<file path="config.mk">
export PLATFORM = sky130hd
export DESIGN_NAME = cacheController
export DESIGN_NICKNAME = d
export VERILOG_FILES = /design/src/dataCachePkg.sv /design/src/cacheController.sv
export VERILOG_INCLUDE_DIRS = /design/src
export SDC_FILE = /design/constraint.sdc
export NUM_CORES = 1
export LEC_CHECK = 0
export ABC_AREA = 1
export BUFFER_PORTS_ARGS = -buffer_cell sky130_fd_sc_hd__buf_2
export CAP_MARGIN = 20
export CORE_AREA = 2 2 133 135
export DETAILED_ROUTE_END_ITERATION = 6
export DIE_AREA = 0 0 135 137
export HOLD_SLACK_MARGIN = 0.15
export PLACE_DENSITY = 0.4
export SLEW_MARGIN = 20
export SYNTH_ARGS = -nofsm -noshare
export SYNTH_HDL_FRONTEND = slang
export SYNTH_SLANG_ARGS = --single-unit
export TNS_END_PERCENT = 5
</file>
<file path="constraint.sdc">
create_clock -name clk -period 2.5 [get_ports clk]
set_clock_uncertainty 0.05 [all_clocks]
set_input_delay 0 -clock clk [delete_from_list [all_inputs] [get_ports clk]]
set_output_delay 0 -clock clk [all_outputs]
set_load 0.01 [all_outputs]
</file>
<file path="src/dataCache_settings.svh">
`ifndef DATACACHE_SETTINGS_SVH
`define DATACACHE_SETTINGS_SVH

// Geometry of the two-way data cache
`define CACHE_SETS 16
`define LINE_WORDS 4

// Address split is tag | index | word | byte
`define INDEX_BITS 4
`define OFFSET_BITS 2
`define TAG_BITS 24

`endif

</file>
<file path="src/dataCachePkg.sv">
`default_nettype none
`include "dataCache_settings.svh"

package dataCachePkg;

  // Controller sequencing states
  typedef enum logic [2:0] {
    READY,
    WRITEBACK,
    MEMREAD,
    UPDATE,
    FLUSH
  } cacheState_t;

  // Write and bookkeeping operations on the way storage
  typedef enum logic [2:0] {
    WAY_IDLE,
    WAY_CPUWRITE,
    WAY_REFILL,
    WAY_INSTALL,
    WAY_CLEAN,
    WAY_TOUCH
  } wayOp_t;

  typedef struct packed {
    logic        read;
    logic        write;
    logic [31:0] addr;
    logic [3:0]  byteMask;
    logic [31:0] writeData;
  } cpuReq_t;

  typedef struct packed {
    logic        stall;
    logic [31:0] readData;
  } cpuResp_t;

  // Word address, so two bits narrower than a byte address
  typedef struct packed {
    logic                                                request;
    logic                                                write;
    logic [`TAG_BITS+`INDEX_BITS+`OFFSET_BITS-1:0]       addr;
    logic [31:0]                                         writeData;
  } busReq_t;

  typedef struct packed {
    logic        ready;
    logic [31:0] readData;
  } busResp_t;

  typedef struct packed {
    logic [`INDEX_BITS-1:0]  index;
    logic [`OFFSET_BITS-1:0] word;
    logic                    victimWay;
    wayOp_t                  op;
    logic [31:0]             refillData;
  } wayCtrl_t;

  typedef struct packed {
    logic                 hit;
    logic                 hitWay;
    logic                 victimWay;
    logic                 victimValid;
    logic                 victimDirty;
    logic [`TAG_BITS-1:0] victimTag;
    logic [31:0]          victimData;
    logic [31:0]          readData;
  } wayStatus_t;

endpackage

`default_nettype wire

</file>
<file path="src/cacheController.sv">
`timescale 1ns/10ps
`default_nettype none
`include "dataCache_settings.svh"

module cacheController import dataCachePkg::*; (
  input  logic       clk,
  input  logic       reset,
  input  logic       clean,
  input  cpuReq_t    cpuReq,
  output cpuResp_t   cpuResp,
  output busReq_t    busReq,
  input  busResp_t   busResp,
  input  wayStatus_t wayStatus,
  output wayCtrl_t   wayCtrl
);

  cacheState_t             state;
  cacheState_t             nextState;
  logic [`OFFSET_BITS-1:0] beat;
  // Slot is {set, way} with the way in the low bit
  logic [`INDEX_BITS:0]    flushSlot;
  logic                    flushing;
  logic                    cleanDone;
  logic                    access;
  logic                    flushReq;
  logic                    lastBeat;
  logic                    victimDirty;
  logic                    flushEnd;
  logic [`TAG_BITS-1:0]    reqTag;

  assign access      = cpuReq.read | cpuReq.write;
  assign flushReq    = clean & ~cleanDone;
  assign lastBeat    = busResp.ready & (beat == `OFFSET_BITS'(`LINE_WORDS - 1));
  assign victimDirty = wayStatus.victimValid & wayStatus.victimDirty;
  assign flushEnd    = (state == FLUSH) & ~victimDirty & (flushSlot == '1);
  assign reqTag      = cpuReq.addr[31 -: `TAG_BITS];

  always_comb begin
    nextState = state;
    case (state)
      READY: begin
        if (flushReq) begin
          nextState = FLUSH;
        end else if (access && !wayStatus.hit) begin
          nextState = victimDirty ? WRITEBACK : MEMREAD;
        end
      end
      // A flush writeback returns to the walk while a miss goes on to refill
      WRITEBACK: begin
        if (lastBeat) begin
          nextState = flushing ? FLUSH : MEMREAD;
        end
      end
      MEMREAD: begin
        if (lastBeat) begin
          nextState = UPDATE;
        end
      end
      UPDATE: nextState = READY;
      FLUSH: begin
        if (victimDirty) begin
          nextState = WRITEBACK;
        end else if (flushSlot == '1) begin
          nextState = READY;
        end
      end
      default: nextState = READY;
    endcase
  end

  always_ff @(posedge clk, posedge reset) begin
    if (reset) begin
      state <= READY;
      beat  <= '0;
    end else begin
      state <= nextState;
      // Wraps to zero after the last word of a line
      if ((state == WRITEBACK || state == MEMREAD) && busResp.ready) begin
        beat <= beat + 1'b1;
      end
    end
  end

  // Flush walk bookkeeping
  always_ff @(posedge clk, posedge reset) begin
    if (reset) begin
      flushSlot <= '0;
      flushing  <= 1'b0;
      cleanDone <= 1'b0;
    end else begin
      if (state == FLUSH && !victimDirty) begin
        flushSlot <= flushSlot + 1'b1;
      end
      if (state == READY && flushReq) begin
        flushing <= 1'b1;
      end else if (flushEnd) begin
        flushing <= 1'b0;
      end
      // Hold off a second walk until clean is released
      if (!clean) begin
        cleanDone <= 1'b0;
      end else if (flushEnd) begin
        cleanDone <= 1'b1;
      end
    end
  end

  always_comb begin
    wayCtrl.index = flushing ? flushSlot[`INDEX_BITS:1]
                             : cpuReq.addr[`OFFSET_BITS+2 +: `INDEX_BITS];
    wayCtrl.word  = (state == WRITEBACK || state == MEMREAD) ? beat
                                                             : cpuReq.addr[2 +: `OFFSET_BITS];
    // Target way for every operation
    if (flushing) begin
      wayCtrl.victimWay = flushSlot[0];
    end else if (state == READY && wayStatus.hit) begin
      wayCtrl.victimWay = wayStatus.hitWay;
    end else begin
      wayCtrl.victimWay = wayStatus.victimWay;
    end
    wayCtrl.refillData = busResp.readData;
    wayCtrl.op         = WAY_IDLE;
    case (state)
      READY: begin
        if (!flushReq && wayStatus.hit && cpuReq.write) begin
          wayCtrl.op = WAY_CPUWRITE;
        end else if (!flushReq && wayStatus.hit && cpuReq.read) begin
          wayCtrl.op = WAY_TOUCH;
        end
      end
      WRITEBACK: if (lastBeat) wayCtrl.op = WAY_CLEAN;
      MEMREAD:   if (busResp.ready) wayCtrl.op = WAY_REFILL;
      UPDATE:    wayCtrl.op = WAY_INSTALL;
      default:   wayCtrl.op = WAY_IDLE;
    endcase
  end

  assign cpuResp.stall    = (state != READY) | flushReq | (access & ~wayStatus.hit);
  assign cpuResp.readData = wayStatus.readData;

  assign busReq.request   = (state == WRITEBACK) | (state == MEMREAD);
  assign busReq.write     = (state == WRITEBACK);
  assign busReq.addr      = {(state == WRITEBACK) ? wayStatus.victimTag : reqTag,
                             wayCtrl.index, beat};
  assign busReq.writeData = wayStatus.victimData;

  // Line transfers are never abandoned partway
  assert property (@(posedge clk) disable iff (reset)
    (busReq.request && !lastBeat) |=> busReq.request)
    else $error("bus request dropped before the last beat");

  // Stored writes only ever come from READY outside a flush walk
  assert property (@(posedge clk) disable iff (reset)
    (wayCtrl.op == WAY_CPUWRITE) |-> (state == READY && !flushing))
    else $error("CPU write issued outside READY");

endmodule

`default_nettype wire

</file>
* Word-level counts from Yosys, hierarchy flattened
Index checks and enable logic that the tools add are counted. Widths: inputs -> output; s select.
Storage, ports and cells: input port bits 199, register bits after elaboration 12, logic and storage cells 70, output and inout bits 139
Cells by class: equal/unequal tests 11, add/subtract/negate cells 2, bitwise operators 13, reduce and logical (&&, ||, !) cells 16, muxes and demuxes 23
Operators with widths (number):
- $mux 3 | 10
- $mux 24 | 1
- $pmux 3 s4 | 2
- $logic_and 1x1->1 | 8
- $and 1x1->1 | 6
- $eq 3x2->1 const B | 2
- $mux 1 | 6
- $mux 2 | 3
- $ne 3x3->1 const B | 2
- $add 5x1->5 const B | 1
- $eq 5x5->1 const B | 1
- $mux 4 | 1
- $ne 2x1->1 const B | 2
- $or 1x1->1 | 4
- $reduce_and 4->1 | 1
- $eq 3x1->1 const B | 1
- $eq 3x3->1 const B | 1
- $logic_not 1->1 | 3
- $logic_not 3->1 | 1
- $not 1->1 | 3
- $reduce_bool 3->1 | 1
- $add 2x1->2 const B | 1
- $eq 2x2->1 const B | 1
- $ne 2x2->1 const B | 1
- other kinds (2) | 2

* Longest topological paths before layout
depth in word-level cells 8, mapped depth 10, gate-level depth less buffers 10

* Least setup slack after synthesis
No wires, ideal clock.
kind flip-flop to flip-flop, from reg flushSlot[1], to reg state[0], path buffers 0, path slack 1113 ps, library setup time 119 ps, cell stages (with the launch flop) 11, required time 2331 ps, arrival time 1218 ps, clock period less this slack 1387 ps, cells stage by stage dfrtp_1 -> ha_1 -> inv_1 -> nor3_1 -> ha_1 -> inv_1 -> nand2_1 -> nor2_1 -> a21oi_2 -> nand3_1 -> nand2_1
Between the ends: cells in the longest elaborated chain, start to end 3
Ends and longest elaborated chain:
- start, declared | line cacheController.sv:21 | logic [`INDEX_BITS:0] flushSlot;
- start signal, assigned | line cacheController.sv:92 | flushSlot <= flushSlot + 1'b1;
- $eq 5x5->1 | line cacheController.sv:63 | end else if (flushSlot == '1) begin
- $ne 3x3->1 (no line)
- $reduce_and 4->1 (no line)
- end signal, assigned | line cacheController.sv:76 | state <= nextState;
- end, declared | line cacheController.sv:17 | cacheState_t state;
No other way between the ends. A chain may end at the register's enable or synchronous reset.

==> flow_metrics.tcl <==
set metrics [dict create \
    power.share.switching 0.482 \
    routed-via-count 2068 \
    cts-root-to-sink-buffers 2 \
    drive_gt1_frac 0.311 \
    drt-total-wl_um 7660 \
    drt_pre_antenna_iters 4 \
    drt_drc_violations_left 0 \
    clk-insertion-delay-late_ps 240 \
    cts_max_level 1 \
    seq_area_frac_synth 0.159 \
    timing_hold_violations_final 0 \
    total_standard_cell_area_after_synthesis_um2 1890 \
    switchingPower_w 0.000949 \
    grt_antenna_before_repair 2 \
    syn_avg_cell_area_um2 6.42 \
    regToRegEndpoint "state[1]" \
    cp.arrival_ps 1740 \
    post_cts_buffers 0 \
    yosys.cell_types.count 25 \
    detail_route.iter0.violations 46 \
    p_int_w 0.00102 \
    worstHoldPathType "input pin to primary output" \
    yosysWarningCount 0 \
    setup.worst_path.start_class "register" \
    setup_violations_final 0 \
    floorplan.initialDensity 0.111 \
    max_cap_viols 0 \
    top_level_ports 338 \
    number_of_nets_at_the_end_of_the_flow 602 \
    grt_setup_unrepaired "no" \
    comb_power_share 0.651 \
    postSynthCellCount 294 \
    port_buffers 107 \
    status "completed" \
    core_area_um2 17100 \
    final_max_slew_viol_count 0 \
    cts_inserted_buffers 3 \
    layout_worst_path_cycle_share 0.716 \
    number_of_nets_in_the_synthesized_netlist 496 \
    critical_path.endpoint_type "primary output" \
    fin_setup_tns_ps 0 \
    cts_tree "built" \
    vdd_ir_drop_max_uv 386 \
    rows 48 \
    wire_per_inst_um 12.3 \
    worstHoldStart "wayStatus[86]" \
    congestion_overflow_gr 0 \
    timing.max_slew.rel_slack 0.627 \
    final_cell_area_um2 3000 \
    grt_pass1_wl_um 10300 \
    num_antenna_cells 0 \
    die_area_um2 18500 \
    fp.dieW_um 135 \
    first_global_vias 1948 \
    finalWorstPathRequiredPeriod_ps 1790 \
    leakage_power_summed_over_all_cells_nw 1.56 \
    placed_area_um2 1920 \
    max_clock_freq_mhz 558 \
    clkTransAtPathRegs_ps 50 \
    rrSetupSlack_ps 910 \
    regToRegStartpoint "state[2]" \
    synth-seq-cells 12 \
    hold_path_end "busReq[60]" \
    reg2regPathDepth 7 \
    worstPathMaxFanout 26 \
    area_delta_synth_final_pct 58.8 \
    ant_nets 0 \
    seqPwrFrac 0.180 \
    worstHoldPathCells 4 \
    detail_route.vias_per_cell 3.31 \
    grt_max_degree 30 \
    cts_root_buffer "clkbuf_16" \
    detailedPlacementHpwl_um 5610 \
    power.share.clock 0.169 \
    clkSinkCount 12 \
    worstMarginPinSlew_ps 558 \
    die_height_um 137 \
    worst-setup-path-type "register to primary output" \
    pwr_density_cell_nw_per_um2 657 \
    grt_use_total 0.0731 \
    timing.critical_path.required_ps 2450 \
    place.gp.congestion 0.702 \
]
[power by group through the flow]
stage / clock [W] / combinational [W] / sequential, W
3_3_place_gp: 0 / 0.00113 / 0.000359
4_1_cts: 0.000342 / 0.00130 / 0.000356
6_report: 0.000333 / 0.00128 / 0.000355
2_1_floorplan: 0 / 0.000876 / 0.000346
3_5_place_dp: 0 / 0.00112 / 0.000357
5_1_grt: 0.000349 / 0.00144 / 0.000369
[critical path: stages (launching register included)]
cell	delay (ps)
dfrtp_1	440
inv_2	130
nand3_2	90
inv_2	420
nand2_1	190
nand2_1	90
buf_2	120
[final cells by class]
cell class | instances | area (um^2)
clock buffers | 4 | 88.8
repair buffers | 207 | 1530
flip-flops and latches | 12 | 300
multi-input cells | 159 | 729
well taps | 225 | 282
inverters | 17 | 63.8
fillers | 1964 | 14100
[stage by stage]
step / hold slack [ps] / setup WS [ps] / utilization / power (W) / cells
3_5_place_dp: -49.9 / 899 / 0.112 / 0.00148 / 521
4_1_cts: 222 / 635 / 0.176 / 0.00200 / 624
2_1_floorplan: -185 / 1110 / - / 0.00122 / 294
6_report: 223 / 709 / 0.176 / 0.00197 / 624
3_3_place_gp: -49.9 / 901 / 0.112 / 0.00148 / 521
5_1_grt: 234 / 542 / 0.176 / 0.00216 / 624
[synth_stat cells (all sizes together)]
master	instances	share of area
o21bai	2	0.0079
xor2	3	0.014
clkbuf	1	0.0020
xnor2	1	0.0046
buf	105	0.42
ha	3	0.020
o21a	1	0.0040
dfrtp	12	0.16
inv	17	0.034
nand4	2	0.0066
nor2	10	0.023
o22ai	3	0.0099
a21oi	2	0.0073
nor3	3	0.011
nand3	14	0.045
nand2	109	0.22
o21ai	6	0.016
[registers in the layout, indices dropped and copies added (netlist names)]
name,count
beat,2
cleanDone,1
flushSlot,5
flushing,1
state,3
[how the worst max path moves through the flow]
| stage | from | end | slack [ps] | depth (start not counted) |
|---|---|---|---|---|
| 2_1_floorplan | flushSlot[1] | state[0] | 1110 | 10 |
| 3_3_place_gp | state[2] | state[0] | 900 | 7 |
| 3_5_place_dp | state[2] | busReq[48] | 900 | 6 |
| 4_1_cts | state[2] | busReq[48] | 640 | 6 |
| 5_1_grt | state[2] | busReq[48] | 540 | 6 |
| 6_report | state[2] | busReq[48] | 710 | 6 |
[cell usage in the layout, fill, tap and decap left out, drive strengths merged, types with 2 or more instances in the layout]
cell	n
nand2	109
nor2	10
dfrtp	12
ha	3
a21oi	2
nand4	2
clkbuf	4
inv	17
o21bai	2
xor2	3
o21ai	6
dlygate4sd3	99
o22ai	3
nor3	3
buf	108
nand3	14
[cells by family (layout without fill, tap and decap cells)]
logic type | after synthesis | after routing | synth area share
adders and majority gates | 3 | 3 | 0.0199
DFF | 12 | 12 | 0.159
buffers and inverters | 123 | 228 | 0.455
and+or+nand+nor | 138 | 138 | 0.303
xor gates and xnor gates | 4 | 4 | 0.0186
AOI/OAI and AO/OA | 14 | 14 | 0.0451
[layer usage]
metal | routed length, um | part of all wire | vias to the layer above | GRT usage
met5 | 11 | 0.0014 | - | 0
met4 | 53 | 0.0069 | 2 | 0.0174
met3 | 738 | 0.096 | 6 | 0.0130
met2 | 3930 | 0.51 | 169 | 0.141
met1 | 2930 | 0.38 | 876 | 0.0830
li1 | - | - | 1015 | -
[timing repair]
item                                   4_1_cts  5_1_grt
hold buffers                                99        0
gates resized for setup                      0        0
endpoints found under the hold margin      112        0
(Power assumes the default switching activity.)
